File: src/rtl/decode_pkg.sv
/*
 * Decode stage package
 * Shared widths, vector types, micro-op codes and RV32I opcode values
 * for the decode and operand-gather stage.
 */
package decode_pkg;

    localparam int XLEN = 32;

    typedef logic [XLEN-1:0] xlen_t;   // PCs, register data, operands
    typedef logic [31:0]     instr_t;  // Encoded 32-bit instruction
    typedef logic [4:0]      reg_addr_t;
    typedef logic [3:0]      alu_op_t;
    typedef logic [3:0]      lsu_op_t;
    typedef logic [3:0]      cfu_op_t;
    typedef logic [2:0]      imm_fmt_t;

    localparam reg_addr_t REG_ZERO = 5'd0;

    // ALU operations --------------------
    localparam alu_op_t ALU_OP_NOP  = 4'd0;
    localparam alu_op_t ALU_OP_ADD  = 4'd1;
    localparam alu_op_t ALU_OP_SUB  = 4'd2;
    localparam alu_op_t ALU_OP_AND  = 4'd3;
    localparam alu_op_t ALU_OP_OR   = 4'd4;
    localparam alu_op_t ALU_OP_XOR  = 4'd5;
    localparam alu_op_t ALU_OP_SLL  = 4'd6;
    localparam alu_op_t ALU_OP_SRL  = 4'd7;
    localparam alu_op_t ALU_OP_SRA  = 4'd8;
    localparam alu_op_t ALU_OP_SLT  = 4'd9;
    localparam alu_op_t ALU_OP_SLTU = 4'd10;

    // Load/store operations --------------------
    localparam lsu_op_t LSU_OP_NONE = 4'd0;
    localparam lsu_op_t LSU_OP_LB   = 4'd1;
    localparam lsu_op_t LSU_OP_LBU  = 4'd2;
    localparam lsu_op_t LSU_OP_LH   = 4'd3;
    localparam lsu_op_t LSU_OP_LHU  = 4'd4;
    localparam lsu_op_t LSU_OP_LW   = 4'd5;
    localparam lsu_op_t LSU_OP_SB   = 4'd6;
    localparam lsu_op_t LSU_OP_SH   = 4'd7;
    localparam lsu_op_t LSU_OP_SW   = 4'd8;

    // Control flow operations --------------------
    localparam cfu_op_t CFU_OP_NONE   = 4'd0;
    localparam cfu_op_t CFU_OP_BEQ    = 4'd1;
    localparam cfu_op_t CFU_OP_BNE    = 4'd2;
    localparam cfu_op_t CFU_OP_BLT    = 4'd3;
    localparam cfu_op_t CFU_OP_BGE    = 4'd4;
    localparam cfu_op_t CFU_OP_BLTU   = 4'd5;
    localparam cfu_op_t CFU_OP_BGEU   = 4'd6;
    localparam cfu_op_t CFU_OP_JAL    = 4'd7;  // Also used for JALR
    localparam cfu_op_t CFU_OP_ECALL  = 4'd8;
    localparam cfu_op_t CFU_OP_EBREAK = 4'd9;

    // Immediate formats
    localparam imm_fmt_t IMM_NONE  = 3'd0;
    localparam imm_fmt_t IMM_I     = 3'd1;
    localparam imm_fmt_t IMM_S     = 3'd2;
    localparam imm_fmt_t IMM_B     = 3'd3;
    localparam imm_fmt_t IMM_U     = 3'd4;
    localparam imm_fmt_t IMM_J     = 3'd5;
    localparam imm_fmt_t IMM_SHAMT = 3'd6;  // 5-bit shift amount, zero-extended

    // Major opcodes --------------------
    localparam logic [6:0] OPC_LUI      = 7'b0110111;
    localparam logic [6:0] OPC_AUIPC    = 7'b0010111;
    localparam logic [6:0] OPC_JAL      = 7'b1101111;
    localparam logic [6:0] OPC_JALR     = 7'b1100111;
    localparam logic [6:0] OPC_BRANCH   = 7'b1100011;
    localparam logic [6:0] OPC_LOAD     = 7'b0000011;
    localparam logic [6:0] OPC_STORE    = 7'b0100011;
    localparam logic [6:0] OPC_OP_IMM   = 7'b0010011;
    localparam logic [6:0] OPC_OP       = 7'b0110011;
    localparam logic [6:0] OPC_MISC_MEM = 7'b0001111;
    localparam logic [6:0] OPC_SYSTEM   = 7'b1110011;

    // Full encodings of the two SYSTEM instructions kept
    localparam instr_t INSTR_ECALL  = 32'h0000_0073;
    localparam instr_t INSTR_EBREAK = 32'h0010_0073;

endpackage

File: src/rtl/uop_if.sv
/*
 * Micro-op bus
 * One decoded micro-op with its operand selects, from the decoder
 * to the immediate generator, operand mux and stage register.
 */
interface uop_if;
    import decode_pkg::*;

    alu_op_t   alu_op;
    lsu_op_t   lsu_op;
    cfu_op_t   cfu_op;
    reg_addr_t rd;
    imm_fmt_t  imm_fmt;
    logic      sel_a_rs1, sel_a_pc;               // Operand A sources
    logic      sel_b_rs2, sel_b_imm;              // Operand B sources
    logic      sel_c_rs2, sel_c_imm, sel_c_npc;   // Operand C sources

    modport dec (output alu_op, lsu_op, cfu_op, rd, imm_fmt,
                 output sel_a_rs1, sel_a_pc, sel_b_rs2, sel_b_imm,
                 output sel_c_rs2, sel_c_imm, sel_c_npc);

    // Consumer side
    modport user (input alu_op, lsu_op, cfu_op, rd, imm_fmt,
                  input sel_a_rs1, sel_a_pc, sel_b_rs2, sel_b_imm,
                  input sel_c_rs2, sel_c_imm, sel_c_npc);

endinterface

File: src/rtl/uop_decode.sv
/*
 * Instruction decoder
 * Recognizes RV32I instructions and produces micro-op codes, operand
 * selects, the immediate format and the register addresses.
 */
module uop_decode (
    input  decode_pkg::instr_t    instr_i,
    uop_if.dec                    uop_o,
    output decode_pkg::reg_addr_t rs1_addr_o,
    output decode_pkg::reg_addr_t rs2_addr_o
);
    import decode_pkg::*;

    logic [6:0] opcode;
    logic [2:0] funct3;
    logic [6:0] funct7;
    logic       use_rd;

    assign opcode = instr_i[6:0];
    assign funct3 = instr_i[14:12];
    assign funct7 = instr_i[31:25];

    // Standard funct3 map, alt picks SUB / SRA
    function automatic alu_op_t alu_from_f3(input logic [2:0] f3, input logic alt);
        case (f3)
            3'd0:    return alt ? ALU_OP_SUB : ALU_OP_ADD;
            3'd1:    return ALU_OP_SLL;
            3'd2:    return ALU_OP_SLT;
            3'd3:    return ALU_OP_SLTU;
            3'd4:    return ALU_OP_XOR;
            3'd5:    return alt ? ALU_OP_SRA : ALU_OP_SRL;
            3'd6:    return ALU_OP_OR;
            default: return ALU_OP_AND;
        endcase
    endfunction

    always_comb begin
        uop_o.alu_op    = ALU_OP_NOP;
        uop_o.lsu_op    = LSU_OP_NONE;
        uop_o.cfu_op    = CFU_OP_NONE;
        uop_o.imm_fmt   = IMM_NONE;
        uop_o.sel_a_rs1 = 1'b0;
        uop_o.sel_a_pc  = 1'b0;
        uop_o.sel_b_rs2 = 1'b0;
        uop_o.sel_b_imm = 1'b0;
        uop_o.sel_c_rs2 = 1'b0;
        uop_o.sel_c_imm = 1'b0;
        uop_o.sel_c_npc = 1'b0;
        use_rd          = 1'b0;
        case (opcode)
            OPC_LUI: begin
                uop_o.alu_op = ALU_OP_OR;  // 0 | imm
                {uop_o.sel_b_imm, use_rd} = 2'b11;
                uop_o.imm_fmt = IMM_U;
            end
            OPC_AUIPC: begin
                uop_o.alu_op = ALU_OP_ADD;
                {uop_o.sel_a_pc, uop_o.sel_b_imm, use_rd} = 3'b111;
                uop_o.imm_fmt = IMM_U;
            end
            OPC_JAL: begin
                uop_o.cfu_op = CFU_OP_JAL;
                {uop_o.sel_a_pc, uop_o.sel_b_imm, uop_o.sel_c_npc, use_rd} = 4'b1111;
                uop_o.imm_fmt = IMM_J;
            end
            OPC_JALR: if (funct3 == 3'd0) begin
                uop_o.cfu_op = CFU_OP_JAL;
                {uop_o.sel_a_rs1, uop_o.sel_b_imm, uop_o.sel_c_npc, use_rd} = 4'b1111;
                uop_o.imm_fmt = IMM_I;
            end
            OPC_BRANCH: if (funct3[2:1] != 2'b01) begin  // f3 = 2,3 are reserved
                uop_o.alu_op = ALU_OP_SUB;
                uop_o.cfu_op = (funct3 == 3'd0) ? CFU_OP_BEQ  :
                               (funct3 == 3'd1) ? CFU_OP_BNE  :
                               (funct3 == 3'd4) ? CFU_OP_BLT  :
                               (funct3 == 3'd5) ? CFU_OP_BGE  :
                               (funct3 == 3'd6) ? CFU_OP_BLTU : CFU_OP_BGEU;
                {uop_o.sel_a_rs1, uop_o.sel_b_rs2, uop_o.sel_c_imm} = 3'b111;
                uop_o.imm_fmt = IMM_B;
            end
            OPC_LOAD: if (funct3 != 3'd3 && funct3 < 3'd6) begin
                uop_o.alu_op = ALU_OP_ADD;
                uop_o.lsu_op = (funct3 == 3'd0) ? LSU_OP_LB  :
                               (funct3 == 3'd1) ? LSU_OP_LH  :
                               (funct3 == 3'd2) ? LSU_OP_LW  :
                               (funct3 == 3'd4) ? LSU_OP_LBU : LSU_OP_LHU;
                {uop_o.sel_a_rs1, uop_o.sel_b_imm, use_rd} = 3'b111;
                uop_o.imm_fmt = IMM_I;
            end
            OPC_STORE: if (funct3 < 3'd3) begin
                uop_o.alu_op = ALU_OP_ADD;
                uop_o.lsu_op = (funct3 == 3'd0) ? LSU_OP_SB :
                               (funct3 == 3'd1) ? LSU_OP_SH : LSU_OP_SW;
                {uop_o.sel_a_rs1, uop_o.sel_b_imm, uop_o.sel_c_rs2} = 3'b111;
                uop_o.imm_fmt = IMM_S;
            end
            OPC_OP_IMM: begin
                // Shifts need a clean funct7, SRAI may set bit 30
                if (funct3 == 3'd1 && funct7 == 7'h00 ||
                    funct3 == 3'd5 && (funct7 == 7'h00 || funct7 == 7'h20)) begin
                    uop_o.alu_op  = alu_from_f3(funct3, instr_i[30]);
                    uop_o.imm_fmt = IMM_SHAMT;
                    {uop_o.sel_a_rs1, uop_o.sel_b_imm, use_rd} = 3'b111;
                end else if (funct3 != 3'd1 && funct3 != 3'd5) begin
                    uop_o.alu_op  = alu_from_f3(funct3, 1'b0);
                    uop_o.imm_fmt = IMM_I;
                    {uop_o.sel_a_rs1, uop_o.sel_b_imm, use_rd} = 3'b111;
                end
            end
            OPC_OP: if (funct7 == 7'h00 ||
                        funct7 == 7'h20 && (funct3 == 3'd0 || funct3 == 3'd5)) begin
                uop_o.alu_op = alu_from_f3(funct3, instr_i[30]);
                {uop_o.sel_a_rs1, uop_o.sel_b_rs2, use_rd} = 3'b111;
            end
            OPC_MISC_MEM: ;  // FENCE retires as a no-op
            OPC_SYSTEM: begin
                if (instr_i == INSTR_ECALL)  uop_o.cfu_op = CFU_OP_ECALL;
                if (instr_i == INSTR_EBREAK) uop_o.cfu_op = CFU_OP_EBREAK;
            end
            default: ;
        endcase
    end

    // Register addresses --------------------
    assign rs1_addr_o = uop_o.sel_a_rs1 ? instr_i[19:15] : REG_ZERO;
    assign rs2_addr_o = (uop_o.sel_b_rs2 || uop_o.sel_c_rs2) ? instr_i[24:20] : REG_ZERO;
    assign uop_o.rd   = use_rd ? instr_i[11:7] : REG_ZERO;

    // The AND-OR operand mux downstream relies on one-hot selects
    always_comb begin
        assert #0 ($onehot0({uop_o.sel_a_rs1, uop_o.sel_a_pc}) &&
                   $onehot0({uop_o.sel_c_rs2, uop_o.sel_c_imm, uop_o.sel_c_npc}))
            else $error("uop_decode: more than one operand A or C select");
    end

endmodule

File: src/rtl/imm_gen.sv
/*
 * Immediate generator
 * Builds the sign-extended immediate of the decoded format for operand B,
 * plus the branch offset for operand C.
 */
module imm_gen (
    input  decode_pkg::instr_t instr_i,
    uop_if.user                uop_i,
    output decode_pkg::xlen_t  imm_o,
    output decode_pkg::xlen_t  imm_b_o
);
    import decode_pkg::*;

    xlen_t imm_i;
    xlen_t imm_s;
    xlen_t imm_u;
    xlen_t imm_j;
    xlen_t imm_shamt;

    assign imm_i     = {{20{instr_i[31]}}, instr_i[31:20]};
    assign imm_s     = {{20{instr_i[31]}}, instr_i[31:25], instr_i[11:7]};
    assign imm_u     = {instr_i[31:12], 12'b0};
    assign imm_j     = {{11{instr_i[31]}}, instr_i[31], instr_i[19:12],
                        instr_i[20], instr_i[30:21], 1'b0};
    assign imm_shamt = {27'b0, instr_i[24:20]};

    // Branch offset, always formed for operand C
    assign imm_b_o   = {{19{instr_i[31]}}, instr_i[31], instr_i[7],
                        instr_i[30:25], instr_i[11:8], 1'b0};

    always_comb begin
        case (uop_i.imm_fmt)
            IMM_I:     imm_o = imm_i;
            IMM_S:     imm_o = imm_s;
            IMM_U:     imm_o = imm_u;
            IMM_J:     imm_o = imm_j;
            IMM_SHAMT: imm_o = imm_shamt;
            default:   imm_o = '0;  // IMM_B only reaches operand C
        endcase
    end

endmodule

File: src/rtl/operand_select.sv
/*
 * Operand select
 * AND-OR muxes forming execute operands A, B and C. No select set
 * gives zero.
 */
module operand_select (
    uop_if.user               uop_i,
    input  decode_pkg::xlen_t rs1_data_i,
    input  decode_pkg::xlen_t rs2_data_i,
    input  decode_pkg::xlen_t pc_i,
    input  decode_pkg::xlen_t npc_i,
    input  decode_pkg::xlen_t imm_i,
    input  decode_pkg::xlen_t imm_b_i,
    output decode_pkg::xlen_t opr_a_o,
    output decode_pkg::xlen_t opr_b_o,
    output decode_pkg::xlen_t opr_c_o
);
    import decode_pkg::*;

    assign opr_a_o = {XLEN{uop_i.sel_a_rs1}} & rs1_data_i |
                     {XLEN{uop_i.sel_a_pc }} & pc_i;

    assign opr_b_o = {XLEN{uop_i.sel_b_rs2}} & rs2_data_i |
                     {XLEN{uop_i.sel_b_imm}} & imm_i;

    assign opr_c_o = {XLEN{uop_i.sel_c_rs2}} & rs2_data_i |   // Store data
                     {XLEN{uop_i.sel_c_imm}} & imm_b_i    |   // Branch offset
                     {XLEN{uop_i.sel_c_npc}} & npc_i;         // Link address

    // An immediate on B with no format would silently read zero
    always_comb begin
        assert #0 (!uop_i.sel_b_imm || uop_i.imm_fmt != IMM_NONE)
            else $error("operand_select: immediate selected without a format");
    end

endmodule

File: src/rtl/decode_stage_reg.sv
/*
 * Decode to execute register
 * Captures the decoded micro-op and operands on valid and ready, with
 * synchronous flush and asynchronous reset.
 */
module decode_stage_reg (
    input  logic                  g_clk,
    input  logic                  rst_n_i,
    input  logic                  valid_i,
    input  logic                  ready_i,
    input  logic                  flush_i,
    uop_if.user                   uop_i,
    input  decode_pkg::xlen_t     pc_i,
    input  decode_pkg::xlen_t     opr_a_i,
    input  decode_pkg::xlen_t     opr_b_i,
    input  decode_pkg::xlen_t     opr_c_i,
    output decode_pkg::xlen_t     pc_o,
    output decode_pkg::xlen_t     opr_a_o,
    output decode_pkg::xlen_t     opr_b_o,
    output decode_pkg::xlen_t     opr_c_o,
    output decode_pkg::reg_addr_t rd_o,
    output decode_pkg::alu_op_t   alu_op_o,
    output decode_pkg::lsu_op_t   lsu_op_o,
    output decode_pkg::cfu_op_t   cfu_op_o
);
    import decode_pkg::*;

    logic capture;

    assign capture = valid_i && ready_i;

    always_ff @(posedge g_clk or negedge rst_n_i) begin
        if (!rst_n_i) begin
            pc_o     <= '0;
            opr_a_o  <= '0;
            opr_b_o  <= '0;
            opr_c_o  <= '0;
            rd_o     <= REG_ZERO;
            alu_op_o <= ALU_OP_NOP;
            lsu_op_o <= LSU_OP_NONE;
            cfu_op_o <= CFU_OP_NONE;
        end else if (flush_i) begin  // Flush wins over capture
            pc_o     <= '0;
            opr_a_o  <= '0;
            opr_b_o  <= '0;
            opr_c_o  <= '0;
            rd_o     <= REG_ZERO;
            alu_op_o <= ALU_OP_NOP;
            lsu_op_o <= LSU_OP_NONE;
            cfu_op_o <= CFU_OP_NONE;
        end else if (capture) begin
            pc_o     <= pc_i;
            opr_a_o  <= opr_a_i;
            opr_b_o  <= opr_b_i;
            opr_c_o  <= opr_c_i;
            rd_o     <= uop_i.rd;
            alu_op_o <= uop_i.alu_op;
            lsu_op_o <= uop_i.lsu_op;
            cfu_op_o <= uop_i.cfu_op;
        end
    end

    // Execute must never see a live op the cycle after a flush
    a_flush_kills_ops: assert property (@(posedge g_clk) disable iff (!rst_n_i)
        flush_i |=> (alu_op_o == ALU_OP_NOP && lsu_op_o == LSU_OP_NONE &&
                     cfu_op_o == CFU_OP_NONE))
        else $error("decode_stage_reg: op code live after flush");

endmodule

File: src/rtl/decode_stage.sv
/*
 * Decode and operand-gather stage
 * RV32I decode, register read addressing, operand selection and
 * the register into execute.
 */
module decode_stage (
    input  logic                  g_clk,
    input  logic                  rst_n_i,
    // Fetch side
    input  logic                  s1_valid_i,
    input  decode_pkg::instr_t    s1_instr_i,
    input  decode_pkg::xlen_t     s1_pc_i,
    input  decode_pkg::xlen_t     s1_npc_i,
    input  logic                  s1_flush_i,
    output logic                  s1_eat_o,
    // Register file, forwarded read data
    output decode_pkg::reg_addr_t s1_rs1_addr_o,
    input  decode_pkg::xlen_t     s1_rs1_data_i,
    output decode_pkg::reg_addr_t s1_rs2_addr_o,
    input  decode_pkg::xlen_t     s1_rs2_data_i,
    // Execute side
    output logic                  s2_valid_o,
    input  logic                  s2_ready_i,
    output decode_pkg::xlen_t     s2_pc_o,
    output decode_pkg::xlen_t     s2_opr_a_o,
    output decode_pkg::xlen_t     s2_opr_b_o,
    output decode_pkg::xlen_t     s2_opr_c_o,
    output decode_pkg::reg_addr_t s2_rd_o,
    output decode_pkg::alu_op_t   s2_alu_op_o,
    output decode_pkg::lsu_op_t   s2_lsu_op_o,
    output decode_pkg::cfu_op_t   s2_cfu_op_o
);
    import decode_pkg::*;

    xlen_t imm;        // Operand B immediate
    xlen_t imm_b;      // Branch offset
    xlen_t n_opr_a;
    xlen_t n_opr_b;
    xlen_t n_opr_c;

    uop_if uop_bus ();

    // Stage handshake --------------------
    assign s1_eat_o   = s1_valid_i && s2_ready_i;
    assign s2_valid_o = s1_valid_i;

    uop_decode i_uop_decode (
        .instr_i    (s1_instr_i),
        .uop_o      (uop_bus),
        .rs1_addr_o (s1_rs1_addr_o),
        .rs2_addr_o (s1_rs2_addr_o)
    );

    imm_gen i_imm_gen (
        .instr_i (s1_instr_i),
        .uop_i   (uop_bus),
        .imm_o   (imm),
        .imm_b_o (imm_b)
    );

    operand_select i_operand_select (
        .uop_i      (uop_bus),
        .rs1_data_i (s1_rs1_data_i),
        .rs2_data_i (s1_rs2_data_i),
        .pc_i       (s1_pc_i),
        .npc_i      (s1_npc_i),
        .imm_i      (imm),
        .imm_b_i    (imm_b),
        .opr_a_o    (n_opr_a),
        .opr_b_o    (n_opr_b),
        .opr_c_o    (n_opr_c)
    );

    decode_stage_reg i_decode_stage_reg (
        .g_clk    (g_clk),
        .rst_n_i  (rst_n_i),
        .valid_i  (s1_valid_i),
        .ready_i  (s2_ready_i),
        .flush_i  (s1_flush_i),
        .uop_i    (uop_bus),
        .pc_i     (s1_pc_i),
        .opr_a_i  (n_opr_a),
        .opr_b_i  (n_opr_b),
        .opr_c_i  (n_opr_c),
        .pc_o     (s2_pc_o),
        .opr_a_o  (s2_opr_a_o),
        .opr_b_o  (s2_opr_b_o),
        .opr_c_o  (s2_opr_c_o),
        .rd_o     (s2_rd_o),
        .alu_op_o (s2_alu_op_o),
        .lsu_op_o (s2_lsu_op_o),
        .cfu_op_o (s2_cfu_op_o)
    );

endmodule

File: config.mk
export PLATFORM = sky130hd
export DESIGN_NAME = decode_stage
export DESIGN_NICKNAME = d
export VERILOG_FILES = /design/src/rtl/decode_pkg.sv /design/src/rtl/uop_if.sv /design/src/rtl/uop_decode.sv /design/src/rtl/imm_gen.sv /design/src/rtl/operand_select.sv /design/src/rtl/decode_stage_reg.sv /design/src/rtl/decode_stage.sv
export SDC_FILE = /design/constraint.sdc
export NUM_CORES = 1
export LEC_CHECK = 0
export BUFFER_PORTS_ARGS = -buffer_cell sky130_fd_sc_hd__buf_2
export CAP_MARGIN = 40
export CORE_AREA = 2 2 124 126
export CTS_BUF_LIST = sky130_fd_sc_hd__clkbuf_2
export DETAILED_ROUTE_END_ITERATION = 8
export DIE_AREA = 0 0 126 128
export GPL_ROUTABILITY_DRIVEN = 0
export PLACE_DENSITY_LB_ADDON = 0.15
export SYNTH_ARGS = -nofsm -noshare
export SYNTH_HDL_FRONTEND = slang
export SYNTH_SLANG_ARGS = --single-unit
File: constraint.sdc
create_clock -name g_clk -period 2.55 [get_ports g_clk]
set_input_delay 0.51 -clock g_clk [delete_from_list [all_inputs] [get_ports g_clk]]
set_output_delay 0.51 -clock g_clk [all_outputs]
set_load 0.02 [all_outputs]
==> flow_summary.ini <==
[run_status]
status = complete, no violations

[yosys]
syn_nets = 924
synthArstFlopShare_pct = 100
syn-cell-area_sq_mm = 0.00707
synth_largest_area_cell = dfrtp_1
synth_flop_cell = dfrtp_1
synth_seq_cells = 145
synth.area.top_cells = dfrtp_1, a22oi_1, nand2_1
ys_seq_area_share_pct = 51.3
ys_types = 56
synth_edf_count = 0
yosysWarnings = 0
avgSynthCellArea_sq_um = 9.32
yosysTopAreaCellShare_pct = 51.3
synthCells = 759

[cells_and_area]
area_delta_synth_final_pct = 47.1
final_cell_mix = buf_2, dfrtp_1, nand2_1
nNetsFinal = 1350
fin_cells = 1388
fillers = 1199
final_common_cell = buf_2
final_layout_size_suffix_gt1_share_pct = 36.5

[timing]
tns_ps = 0
fmax_mhz = 396
hold_slack_ps = 69.2
clock_skew_ps = 0
slew_viol_final = 0
slew-limit-headroom_pct = 65.4
final-setup-viol-count = 0
layout_min_cycle_time_ps = 2530
tightest_slew_ps = 514
hold_violations = 0
fin_crit_sh_pct = 99.1

[cts]
cts_tree = done
clock_latency_ps = 730
path_clk_slew_ps = 200
htreeDepth = 4
clkSinkCount = 145
cts_buffers = 17
clk_path_buf_depth = 2
root_buffer = clkbuf_2

[floorplan]
start_util_pct = 47.6
dieHeight_um = 128
ios = 322
core_sq_mm = 0.0149
die_x_um = 126
rows = 45
die_area_sq_mm = 0.0161

[critical_path]
endpoint_kind = output pin
start_kind = input pin
r2r_cells = 3
path_class = input pin to output pin
timing.critical_path.arrival_ps = 2020
critPathRequiredTime_ps = 2040
path_max_fanout = 6

[drt]
routed-via-count = 8216
wl_per_cell_um = 20.1
wl_met1_mm = 10.6
vias_per_cell = 5.92
wl_met2_mm = 13.6
first_pass_iters = 6
routed_wirelength_mm = 27.9
routed.top_layer = met4
drc = 0
wl_met3_mm = 2.32
drt-initial-drc-count = 647
ant_nets = 0

[pwr]
finalPower_uw = 4510
ir_drop_uv = 315
p_leak_uw = 0.00521
power.density_mw_per_mm2 = 434

[placed_design]
place_inst = 1258
io_buffers = 321
hpwl_mm = 18.9

[global_route]
grt_pass1_vias = 8058
grt_pass1_wl_mm = 42.9
gr-total-overflow = 0
grt_max_degree = 46
grt_usage_pct = 34.2
antenna_found_initial = 3

[hold_path]
min_path_cells = 3
hp-class = input pin to flop

[job]
drv_cap = 0
-- per-layer routing --
metal / up-vias / GRT usage (%)
li1: 3639 / -
met1: 3917 / 42.6
met2: 542 / 55.4
met3: 118 / 8.22
met4: 0 / 18.0
met5: - / 0
-- registers in the layout, summed over array words and instances, names as in the netlist --
| register | cells |
|---|---|
| i_decode_stage_reg.lsu_op_o | 4 |
| i_decode_stage_reg.opr_c_o | 32 |
| i_decode_stage_reg.opr_a_o | 32 |
| i_decode_stage_reg.pc_o | 32 |
| i_decode_stage_reg.rd_o | 5 |
| i_decode_stage_reg.alu_op_o | 4 |
| i_decode_stage_reg.cfu_op_o | 4 |
| i_decode_stage_reg.opr_b_o | 32 |
-- worst paths after layout --
kind,slack [ps],endpoint,from
min in group asynchronous,210,i_decode_stage_reg.pc_o[8],rst_n_i
setup / recovery,20,s1_rs1_addr_o[1],s1_instr_i[3]
setup reg to reg,1110,i_decode_stage_reg.opr_a_o[9],i_decode_stage_reg.opr_a_o[9]
max in group asynchronous,1660,i_decode_stage_reg.opr_a_o[20],rst_n_i
hold / removal,70,i_decode_stage_reg.opr_c_o[0],s1_npc_i[0]
hold reg to reg,520,i_decode_stage_reg.cfu_op_o[2],i_decode_stage_reg.cfu_op_o[2]
-- critical path, stage by stage --
cell,delay (ps)
buf_6,90
or3_4,380
or4b_4,520
o211ai_4,120
nor2_4,80
nor2b_1,140
buf_4,160
-- power by group --
part	total [uW]	internal (uW)	switching, uW
sequential	2420	2380	40.4
combinational	918	371	547
clock	1180	341	840
-- timing repair --
item                                    CTS  global route
endpoints found under the hold margin   107             5
pin swaps                                 0             2
hold buffers                             89             5
setup buffers                             0             2
endpoints found under the setup margin   10            10
gates cloned                              0             0
resized for setup                         3            13
-- cell type report --
type | instances | area [sq um] | share of cell area [%]
flip-flops and latches | 145 | 3630 | 34.9
multi-input cells | 544 | 3230 | 31.0
repair buffers | 473 | 3090 | 29.7
well taps | 188 | 235 | 2.26
clock buffers | 19 | 95.1 | 0.914
clock inverters | 11 | 92.6 | 0.890
inverters | 4 | 16.3 | 0.156
diodes | 4 | 10.0 | 0.0963
-- stage by stage --
step	instance area, sq um	utilization [%]	setup slack, ps
5_1_grt	10400	69.9	-25.0
2_1_floorplan	7070	-	28.3
3_5_place_dp	9170	61.7	-117
3_3_place_gp	9160	61.6	-216
4_1_cts	10300	69.0	14.7
6_report	10400	70.0	22.2
-- cell families (layout without fill, tap and decap cells) --
| family | after synthesis | after routing | share of synthesized area (%) |
|---|---|---|---|
| simple gates | 283 | 283 | 18.2 |
| compound gates | 253 | 253 | 25.2 |
| flops | 145 | 145 | 51.3 |
| buf+inv | 70 | 507 | 4.18 |
| mux | 6 | 6 | 0.849 |
| xor+xnor | 2 | 2 | 0.248 |
| other cells | 0 | 4 | 0 |
-- synthesized netlist by cell type, types with 4 or more instances --
| cell type | n |
|---|---|
| a22oi_1 | 60 |
| o21ai_0 | 45 |
| inv_1 | 4 |
| nand3_1 | 4 |
| a211oi_1 | 11 |
| nor4_1 | 7 |
| and2_1 | 6 |
| o2bb2ai_1 | 6 |
| a221oi_1 | 21 |
| a221o_1 | 13 |
| nand4_1 | 4 |
| nor2_1 | 73 |
| buf_2 | 10 |
| a31oi_1 | 4 |
| nand2_1 | 113 |
| nor3_1 | 39 |
| a21oi_1 | 55 |
| clkbuf_1 | 50 |
| nor2b_1 | 11 |
| a22o_1 | 9 |
| a211oi_2 | 10 |
| dfrtp_1 | 145 |
| mux2i_1 | 6 |
| nand2b_1 | 6 |
Note: power is estimated with default switching activity, not from simulation.
